### src/hdl/cpuIsaPkg.sv
package cpuIsaPkg;

	parameter int regCount = 16;
	parameter int regSelWidth = 4;
	parameter int opWidth = 5;
	parameter int immWidth = 19;
	parameter int condWidth = 2;

	// opcodes in bits 31..27, gaps left by the dropped mul/div/jal/mfhi/mflo
	parameter logic [opWidth-1:0] opLd = 5'b00000;
	parameter logic [opWidth-1:0] opLdi = 5'b00001;
	parameter logic [opWidth-1:0] opSt = 5'b00010;
	parameter logic [opWidth-1:0] opAdd = 5'b00011;
	parameter logic [opWidth-1:0] opSub = 5'b00100;
	parameter logic [opWidth-1:0] opShr = 5'b00101;
	parameter logic [opWidth-1:0] opShl = 5'b00110;
	parameter logic [opWidth-1:0] opRor = 5'b00111;
	parameter logic [opWidth-1:0] opRol = 5'b01000;
	parameter logic [opWidth-1:0] opAnd = 5'b01001;
	parameter logic [opWidth-1:0] opOr = 5'b01010;
	parameter logic [opWidth-1:0] opAddi = 5'b01011;
	parameter logic [opWidth-1:0] opAndi = 5'b01100;
	parameter logic [opWidth-1:0] opOri = 5'b01101;
	parameter logic [opWidth-1:0] opNeg = 5'b10000;
	parameter logic [opWidth-1:0] opNot = 5'b10001;
	parameter logic [opWidth-1:0] opBr = 5'b10010;
	parameter logic [opWidth-1:0] opJr = 5'b10011;
	parameter logic [opWidth-1:0] opIn = 5'b10101;
	parameter logic [opWidth-1:0] opOut = 5'b10110;
	parameter logic [opWidth-1:0] opNop = 5'b11001;
	parameter logic [opWidth-1:0] opHalt = 5'b11010;

	// branch conditions, taken from the low bits of c2
	parameter logic [condWidth-1:0] condZero = 2'b00;
	parameter logic [condWidth-1:0] condNonZero = 2'b01;
	parameter logic [condWidth-1:0] condPositive = 2'b10;
	parameter logic [condWidth-1:0] condNegative = 2'b11;

	typedef union packed {
		struct packed {
			logic [opWidth-1:0] opcode;
			logic [regSelWidth-1:0] ra;
			logic [regSelWidth-1:0] rb;
			logic [regSelWidth-1:0] rc;
			logic [14:0] spare;
		} rFormat;
		struct packed {
			logic [opWidth-1:0] opcode;
			logic [regSelWidth-1:0] ra;
			logic [regSelWidth-1:0] rb;
			logic [immWidth-1:0] immediate;
		} iFormat;
		struct packed {
			logic [opWidth-1:0] opcode;
			logic [regSelWidth-1:0] ra;
			logic [3:0] c2; // condition sits where rb would be
			logic [immWidth-1:0] offset;
		} bFormat;
	} instructionWord;

endpackage

### src/hdl/registerFile.sv
`timescale 1ns/1ps

module registerFile (
	input logic Clock,
	input logic Reset,
	input cpuIsaPkg::instructionWord instruction,
	input logic gra, grb, grc,
	input logic rIn, rOut, baOut,
	input logic [31:0] busValue,
	output logic [31:0] regValue
);
	import cpuIsaPkg::*;

	logic [31:0] regs [regCount];
	logic [regSelWidth-1:0] regSel;

	// field select, ra/rb/rc sit at the same bits in every format
	always_comb begin
		regSel = '0;
		if (gra)
			regSel = instruction.rFormat.ra;
		else if (grb)
			regSel = instruction.rFormat.rb;
		else if (grc)
			regSel = instruction.rFormat.rc;
	end

	always_ff @(posedge Clock or posedge Reset) begin
		if (Reset) begin
			for (int i = 0; i < regCount; i++)
				regs[i] <= '0;
		end else if (rIn) begin
			regs[regSel] <= busValue;
		end
	end

	always_comb begin
		if (baOut && regSel == '0)
			regValue = '0; // r0 as base means absolute address
		else if (rOut || baOut)
			regValue = regs[regSel];
		else
			regValue = '0;
	end

	oneField: assert property (@(posedge Clock) disable iff (Reset)
		(rIn || rOut || baOut) |-> $onehot0({gra, grb, grc}));

endmodule

### config.mk
export PLATFORM = sky130hd
export DESIGN_NAME = registerFile
export DESIGN_NICKNAME = d
export VERILOG_FILES = /design/src/hdl/cpuIsaPkg.sv /design/src/hdl/registerFile.sv
export SDC_FILE = /design/constraint.sdc
export NUM_CORES = 1
export LEC_CHECK = 0
export CELL_PAD_IN_SITES_DETAIL_PLACEMENT = 1
export CELL_PAD_IN_SITES_GLOBAL_PLACEMENT = 1
export CORE_UTILIZATION = 52
export CTS_CLUSTER_SIZE = 14
export DETAILED_ROUTE_END_ITERATION = 6
export DONT_BUFFER_PORTS = 1
export PLACE_DENSITY_LB_ADDON = 0.05
export SLEW_MARGIN = 20
export SYNTH_ARGS = -nofsm -noshare
export SYNTH_HDL_FRONTEND = slang
export SYNTH_SLANG_ARGS = --single-unit
### constraint.sdc
create_clock -name Clock -period 24.3 [get_ports Clock]
set_input_delay 3.645 -clock Clock [delete_from_list [all_inputs] [get_ports Clock]]
set_output_delay 3.645 -clock Clock [all_outputs]
set_load 0.05 [all_outputs]
==> results.yml, run 1 <==
sta:
  relSlewSlack: 0.207
  finalSetupViolations: 0
  clock_skew_ps: 0
  setup_tns_ps: 0
  finalHoldViolCount: 0
  drv_slew: 0
  rsz0062_at_grt: "no"
  period_minus_slack_ps: 11680
  worst_pin_slew_ps: 1190
  fmax_mhz: 85.6
  min_period_over_period: 0.481
drt:
  num_vias: 15300
  drt-total-wl_mm: 66.8
  drc_errors: 0
  ant_nets: 0
  drt_iter0_drc: 993
  wire_per_inst_um: 27.1
  drt-pass1-iter-count: 4
  viasPerCell: 6.21
worst_setup_path:
  cp_cell_sequence: "and3b_1, o31ai_4, buf_4, buf_4, buf_4, nand2_1, a221oi_1, a21oi_1, a211oi_2"
  cp_common_cell: "buf_4"
  cp_slowest_cell: "a211oi_2"
  slowest_delay_ps: 950
  path_class: "primary input to primary output"
  worstSetupEndpointType: "primary output"
  cp_max_fo: 76
  crit_path_start_kind: "primary input"
  cp.required_ps: 20650
  cp.arrival_ps: 8030
yosys:
  synth_top_family_by_area: "multiplexers"
  syn_area_um2: 23600
  ys_seq_elements: 512
  synth.largest_area_cell: "dfrtp_1"
  synthAdderAreaFrac: 0
  synth_fp_nets: 1989
  synth_edf_count: 0
  yosys-top-cells-count: "dfrtp_1 (512), mux2_2 (491), nand2_1 (288)"
  seq_area_frac_synth: 0.544
  synthSimpleGateAreaFrac: 0.0867
  synth.distinct_cells: 29
  async_flop_share: 1.00
  synth_xor_area_frac: 0
  synthFlopType: "dfrtp_1"
  yosysWarnings: 0
  synth_compound_area_frac: 0.0486
  synth_mux_area_frac: 0.288
  syn_inst: 1917
  synth_most_common_cell: "dfrtp_1"
  synth_top_area_share: 0.544
  syn_area_per_cell_um2: 12.3
  yosys-top-cells-area: "dfrtp_1 (54%), mux2_2 (23%), nand2_1 (4.6%)"
power_and_ir_drop:
  totalPowerFinal_w: 0.00270
  p_leak_nw: 11.0
  vdd_drop_max_mv: 0.0663
  powerDensity_nw_per_um2: 105
grt:
  antenna_found_initial: 2
  grt_use_met1: 0.410
  grt_max_degree: 177
  grt-busiest-layer: "met2"
  grt_pass1_vias: 16800
  grt_pass1_wl_mm: 104
  grt_use_total: 0.298
  gr-total-overflow: 0
  use_met2: 0.472
  grtUsageMet3: 0.0609
clocking:
  htree_levels: 2
  clkSlewWorstSetupHoldPaths_ps: 50
  cts_tree: "yes"
  root_buffer: "clkbuf_16"
  post-cts-setup-buffers: 0
  cts_resized: 0
  clockBufferDepth: 3
  ctsHoldBuffers: 0
  clock_latency_ps: 600
  numClockSinks: 512
  numCtsBuffers: 55
floorplanning:
  dieArea_um2: 46200
  core_area_um2: 44400
  ios: 104
  start_util: 0.530
  die_w_um: 215
  fp.dieH_um: 215
  num_rows: 77
placement:
  portBuffers: 0
  place_congestion: 0.754
  place_area_um2: 24100
  place_hpwl_mm: 36.5
layout:
  top_register: "regs"
  drive_gt1_frac: 0.368
  num-nets-final: 1909
  fillCellCount: 4357
  top_regs: "regs (512)"
  largest_reg_flops: 512
  syn_to_final_growth_pct: 9.72
  fin_area_um2: 25800
hold_path:
  hp-class: "flop to flop"
job:
  maxCapViolations: 0
status:
  outcome: "completed"
[layout by cell type, fill, tap and decap left out, types with 2 or more instances in the layout]
master     instances
nor2_1             2
mux2i_1           31
nor2_4            12
buf_4             30
clkbuf_16         57
a22o_1             4
dfrtp_1          512
a22o_4             2
nand2_1          288
and3_2             4
clkinv_2           6
nand3_1          159
inv_1              3
a221oi_1          31
mux2_2           491
a21oi_1          104
clkbuf_8          13
a211oi_2          31
nor3_4             2
nand3b_1           3
mux2_1            21
nand2b_1           2
mux4_2            31
clkbuf_1          19
buf_12             3
[cells by family (layout without fill, tap and decap cells)]
logic type	Yosys count	after routing
mux	574	574
other cells	0	1
buf+inv	175	133
flops	512	512
simple gates	477	477
compound gates	179	179
[final timing paths]
check / startpoint / end / slack [ps] / cells after the start
setup / recovery: grc / regValue[22] / 12620 / 9
hold / removal: regs[262] / regs[262] / 480 / 1
setup reg to reg: regs[87] / regs[87] / 23500 / 1
hold reg to reg: regs[262] / regs[262] / 480 / 1
max in group asynchronous: Reset / regs[152] / 19830 / 2
min in group asynchronous: Reset / regs[489] / 3020 / 1
[worst max-delay path: cells and delay by family]
| kind | cells | cell delay (ps) |
|---|---|---|
| AOI/OAI and AO/OA | 4 | 1610 |
| buffers and inverters | 3 | 2320 |
| and+or+nand+nor | 2 | 310 |
[metrics by stage]
stage,utilization,setup WS (ps),hold WS [ps],std cells
after floorplan,-,6360,457,1917
after global placement,0.543,12640,466,2372
after detailed placement,0.543,12670,475,2372
after CTS,0.582,12650,488,2467
after global routing,0.582,12460,512,2467
final,0.582,12620,484,2468
[report_power, final]
group / switching [W] / internal, W
registers: 0.000150 / 0.00114
logic: 0.000290 / 0.000316
clock network: 0.000338 / 0.000466
[layout make-up]
cell class / instances / area [um^2] / share of cell area
flip-flops and latches: 512 / 12800 / 0.496
clock inverters: 6 / 30.0 / 0.00116
repair buffers: 34 / 297 / 0.0115
clock buffers: 89 / 1680 / 0.0649
multi-input cells: 1230 / 10300 / 0.397
well taps: 592 / 741 / 0.0287
inverters: 4 / 22.5 / 0.000871
diodes: 1 / 2.50 / 0.0000968
[per-layer routing]
| metal | share of wire | up-vias |
|---|---|---|
| met5 | 0 | - |
| met4 | 0.029 | 0 |
| met3 | 0.056 | 119 |
| met2 | 0.46 | 330 |
| met1 | 0.45 | 8261 |
| li1 | - | 6628 |
Power figures use the tool's default switching activity.
==> run 2: changes to the inputs <==
==> constraint.sdc (replaced) <==
create_clock -name Clock -period 11.74 [get_ports Clock]
set_input_delay 1.761 -clock Clock [delete_from_list [all_inputs] [get_ports Clock]]
set_output_delay 1.761 -clock Clock [all_outputs]
set_load 0.05 [all_outputs]
==> run 2 against run 1 <==
Compared with the run above: clock-buffer cell count is 2 higher; utilization is 0.17 points higher; clock skew stayed put; critical endpoint is now regValue[3]; critical path type unchanged.
==> results.yml, run 2 (synthesis gave the netlist of run 1 again) <==
placement:
  place_congestion: 0.744
  place_hpwl_mm: 38.2
  portBuffers: 0
  place_area_um2: 24100
clocking:
  clock_latency_ps: 610
  cts_tree: "yes"
  clockBufferDepth: 3
  clkSlewWorstSetupHoldPaths_ps: 60
  htree_levels: 2
  post-cts-setup-buffers: 0
  numCtsBuffers: 54
  ctsHoldBuffers: 0
  root_buffer: "clkbuf_16"
  cts_resized: 0
  numClockSinks: 512
layout:
  syn_to_final_growth_pct: 10.0
  largest_reg_flops: 512
  top_register: "regs"
  top_regs: "regs (512)"
  final_common_cell: "dfrtp_1"
  fin_area_um2: 25900
  drive_gt1_frac: 0.371
  num-nets-final: 1912
  final_cell_mix: "dfrtp_1 (512), mux2_2 (491), nand2_1 (288), nand3_1 (159), a21oi_1 (104)"
drt:
  wl_met3_mm: 2.82
  viasPerCell: 6.22
  wirelength_met1_mm: 30.5
  num_vias: 15400
  wire_per_inst_um: 27.3
  met2WireLength_mm: 33.1
  ant_nets: 0
  drt_iter0_drc: 1142
  drc_errors: 0
  drt-pass1-iter-count: 5
  highest_layer: "met4"
  drt-total-wl_mm: 67.8
power_and_ir_drop:
  p_sw_w: 0.00163
  pwr-share-comb: 0.224
  swShare: 0.290
  clock_power_share: 0.300
  seq_power_share: 0.476
  internal-power_w: 0.00401
  powerDensity_nw_per_um2: 218
  vdd_drop_max_mv: 0.132
  p_leak_nw: 11.0
grt:
  grt_pass1_wl_mm: 107
  antenna_found_initial: 2
  grt_max_degree: 156
  grt_pass1_vias: 17100
  gr-total-overflow: 0
  grt_use_total: 0.305
floorplanning:
  fp.dieH_um: 215
  start_util: 0.530
  num_rows: 77
  die_w_um: 215
  dieArea_um2: 46200
  ios: 104
  core_area_um2: 44400
sta:
  period_minus_slack_ps: 7150
  clock_skew_ps: 0
  drv_slew: 0
  finalHoldViolCount: 0
  setup_tns_ps: 0
  worst_pin_slew_ps: 1130
  rsz0062_at_grt: "no"
  finalSetupViolations: 0
  relSlewSlack: 0.246
  fmax_mhz: 140
  min_period_over_period: 0.609
worst_setup_path:
  slowest_delay_ps: 970
  cp_cell_sequence: "and3b_1, o31ai_4, buf_4, buf_4, nand2_1, a221oi_1, a21oi_1, a211oi_2"
  cp_slowest_cell: "a211oi_2"
  cp_common_cell: "buf_4"
  cp.required_ps: 9980
  crit_path_start_kind: "primary input"
  worstSetupEndpointType: "primary output"
  cp.arrival_ps: 5390
  cp_max_fo: 74
  path_class: "primary input to primary output"
status:
  outcome: "completed"
hold_path:
  hp-class: "flop to flop"
job:
  maxCapViolations: 0
## run 2: worst max-delay path, delay by kind of cell
| family | cells | cell delay, ps |
|---|---|---|
| buf+inv | 2 | 1450 |
| compound gates | 4 | 1580 |
| simple gates | 2 | 370 |
## run 2: layout make-up
cell class,instances,area (um^2)
Tap cell,592,741
Clock inverter,10,93.8
Inverter,4,18.8
Timing Repair Buffer,38,309
Antenna cell,1,2.50
Multi-Input combinational cell,1230,10300
Clock buffer,91,1660
Fill cell,4419,18500
Sequential cell,512,12800
## run 2: final timing paths
| kind | from | endpoint | slack (ps) | cells after the start |
|---|---|---|---|---|
| worst max-delay path | grc | regValue[3] | 4590 | 8 |
| worst min-delay path | regs[326] | regs[326] | 490 | 1 |
| worst max register to register | regs[37] | regs[37] | 10930 | 1 |
| worst min register to register | regs[326] | regs[326] | 490 | 1 |
| max in group asynchronous | Reset | regs[341] | 8410 | 3 |
| min in group asynchronous | Reset | regs[357] | 1140 | 1 |
## run 2: per-layer routing
layer | global-route usage | vias to the layer above
met5 | 0 | -
met4 | 0.0779 | 0
met3 | 0.0457 | 83
met2 | 0.504 | 303
met1 | 0.423 | 8396
li1 | - | 6624
## run 2: metrics by stage
step | util | total power, W | hold slack, ps | instances | setup WS [ps]
floorplan | - | 0.00364 | 457 | 1917 | 3030
global placement | 0.543 | 0.00385 | 466 | 2376 | 4770
detailed placement | 0.544 | 0.00397 | 475 | 2376 | 4600
CTS | 0.583 | 0.00568 | 488 | 2477 | 4630
global route | 0.584 | 0.00592 | 503 | 2477 | 4530
finish | 0.584 | 0.00564 | 487 | 2478 | 4590
## run 2: power groups by stage
stage / Sequential (W) / Clock (W) / Combinational (W)
after floorplan: 0.00261 / 0 / 0.00103
after global placement: 0.00265 / 0 / 0.00121
after detailed placement: 0.00270 / 0 / 0.00126
after CTS: 0.00268 / 0.00172 / 0.00128
after global routing: 0.00276 / 0.00178 / 0.00138
final: 0.00269 / 0.00169 / 0.00126
==> run 3: changes to the inputs <==
==> constraint.sdc (replaced) <==
create_clock -name Clock -period 7.2 [get_ports Clock]
set_input_delay 1.08 -clock Clock [delete_from_list [all_inputs] [get_ports Clock]]
set_output_delay 1.08 -clock Clock [all_outputs]
set_load 0.05 [all_outputs]
==> run 3 against run 2 <==
Compared with the run above: sequential share of layout area fell by 0.16 points; final cell count barely moved; highest routed layer unchanged; worst setup slack got worse by 2700 ps; global-route usage fell by 0.11 points; utilization rose by 0.19 points; clock skew did not move; first-iteration DRC count fell by 8.4%; critical path type unchanged; design area rose by 0.32%; clock power rose by 61%; worst hold slack got worse by 1.6 ps.
==> results.yml, run 3 (synthesis gave the netlist of run 1 again) <==
job:
  maxCapViolations: 0
drt:
  num_vias: 15400
  met2WireLength_mm: 32.2
  drt_iter0_drc: 1046
  drt-total-wl_mm: 67.9
  drt-pass1-iter-count: 5
  ant_nets: 0
  drc_errors: 0
  wirelength_met1_mm: 30.5
  wire_per_inst_um: 27.4
  wl_met3_mm: 2.84
  highest_layer: "met4"
  viasPerCell: 6.19
grt:
  antenna_found_initial: 2
  grt_use_total: 0.304
  grt_max_degree: 180
  gr-total-overflow: 0
  grt_pass1_wl_mm: 106
  grt_pass1_vias: 17000
sta:
  drv_slew: 0
  min_period_over_period: 0.733
  worst_pin_slew_ps: 1190
  fmax_mhz: 189
  clock_skew_ps: 0
  finalHoldViolCount: 0
  holdWs_ps: 485
  relSlewSlack: 0.205
  rsz0062_at_grt: "no"
  finalSetupViolations: 0
  period_minus_slack_ps: 5280
status:
  outcome: "completed"
hold_path:
  hp-class: "flop to flop"
  worst_hold_path.endpoint: "regs[325]"
  min_from: "regs[325]"
  hold-path-cell-count: 1
power_and_ir_drop:
  p_sw_w: 0.00266
  swShare: 0.290
  clock_power_share: 0.297
  internal-power_w: 0.00651
  vdd_drop_max_mv: 0.212
  pwr-share-comb: 0.226
  powerDensity_nw_per_um2: 353
  seq_power_share: 0.478
  p_leak_nw: 11.1
clocking:
  post-cts-setup-buffers: 0
  ctsHoldBuffers: 0
  numClockSinks: 512
  numCtsBuffers: 54
  htree_levels: 2
  clockBufferDepth: 3
  root_buffer: "clkbuf_16"
  cts_resized: 0
  clock_latency_ps: 600
  clkSlewWorstSetupHoldPaths_ps: 60
  cts_tree: "yes"
worst_setup_path:
  r2r-end: "regs[220]"
  rrSetupSlack_ps: 6400
  cp_cell_sequence: "a21oi_1, a22o_2, nand2b_2, buf_4, a21oi_1, a211oi_2"
  cp.arrival_ps: 4200
  worstSetupEndpointType: "primary output"
  cp.required_ps: 6120
  cp_common_cell: "a21oi_1"
  crit_path_start_kind: "primary input"
  critical_path.n_buffers_inverters: 1
  cp_slowest_cell: "a211oi_2"
  slowest_delay_ps: 920
  path_class: "primary input to primary output"
  r2r-start: "regs[220]"
  cp_max_fo: 24
  reg2reg_depth: 1
  critical-path-top-delay-family: "compound AO/OA/AOI/OAI gates"
floorplanning:
  die_w_um: 215
  fp.dieH_um: 215
  core_area_um2: 44400
  ios: 104
  dieArea_um2: 46200
  num_rows: 77
  start_util: 0.530
placement:
  place_congestion: 0.757
  portBuffers: 0
  place_hpwl_mm: 38.7
  place_area_um2: 24300
layout:
  largest_reg_flops: 512
  final_common_cell: "dfrtp_1"
  fin_area_um2: 26000
  syn_to_final_growth_pct: 10.4
  top_regs: "regs (512)"
  final_cell_mix: "dfrtp_1 (512), mux2_2 (491), nand2_1 (288), nand3_1 (159), a21oi_1 (104)"
  drive_gt1_frac: 0.374
  fillCellCount: 4366
  top_register: "regs"
  antennaDiodeCount: 0
  num-nets-final: 1919
-- run 3: changes by cell type in the layout (fill, tap and decap cells not counted), moves of 3 or more --
cell      previous run  this run
and3_2               1         4
and3_4               3         0
buf_12               1         7
buf_4               34        37
buf_6                3         0
clkbuf_1            20        16
-- run 3: layout make-up --
cell class,count,area [um^2],share of cell area
clock buffers,88,1670,0.0642
well taps,592,741,0.0285
inverters,4,18.8,0.000722
repair buffers,45,445,0.0171
clock inverters,9,51.3,0.00197
multi-input cells,1230,10300,0.395
flip-flops and latches,512,12800,0.493
-- run 3: how the worst max path moves through the flow --
stage,startpoint,to,slack (ps),cells after the start
6_report,instruction[21],regValue[0],1920,6
5_1_grt,grc,regValue[0],1810,8
4_1_cts,instruction[21],regValue[0],1940,6
3_5_place_dp,instruction[21],regValue[0],1960,6
3_3_place_gp,instruction[21],regValue[0],1960,6
2_1_floorplan,Reset,regs[0],-830,1
-- run 3: stage by stage --
| step | std cells | util | setup TNS (ps) | worst slack, ps | power, W |
|---|---|---|---|---|---|
| 6_report | 2480 | 0.586 | 0 | 1920 | 0.00918 |
| 5_1_grt | 2480 | 0.586 | 0 | 1810 | 0.00964 |
| 4_1_cts | 2479 | 0.585 | 0 | 1940 | 0.00923 |
| 3_5_place_dp | 2382 | 0.546 | 0 | 1960 | 0.00647 |
| 3_3_place_gp | 2382 | 0.546 | 0 | 1960 | 0.00630 |
| 2_1_floorplan | 1917 | - | -426150 | -832 | 0.00593 |
-- run 3: metal layers --
metal | up-vias | track usage
li1 | 6654 | -
met5 | - | 0
met4 | 0 | 0.113
met3 | 153 | 0.0443
met2 | 315 | 0.488
met1 | 8231 | 0.421
-- run 3: power by group through the flow --
stage / combinational (W) / clock (W) / sequential [W]
floorplan: 0.00168 / 0 / 0.00425
global placement: 0.00198 / 0 / 0.00432
detailed placement: 0.00207 / 0 / 0.00440
CTS: 0.00209 / 0.00277 / 0.00437
global route: 0.00226 / 0.00287 / 0.00450
finish: 0.00207 / 0.00272 / 0.00438
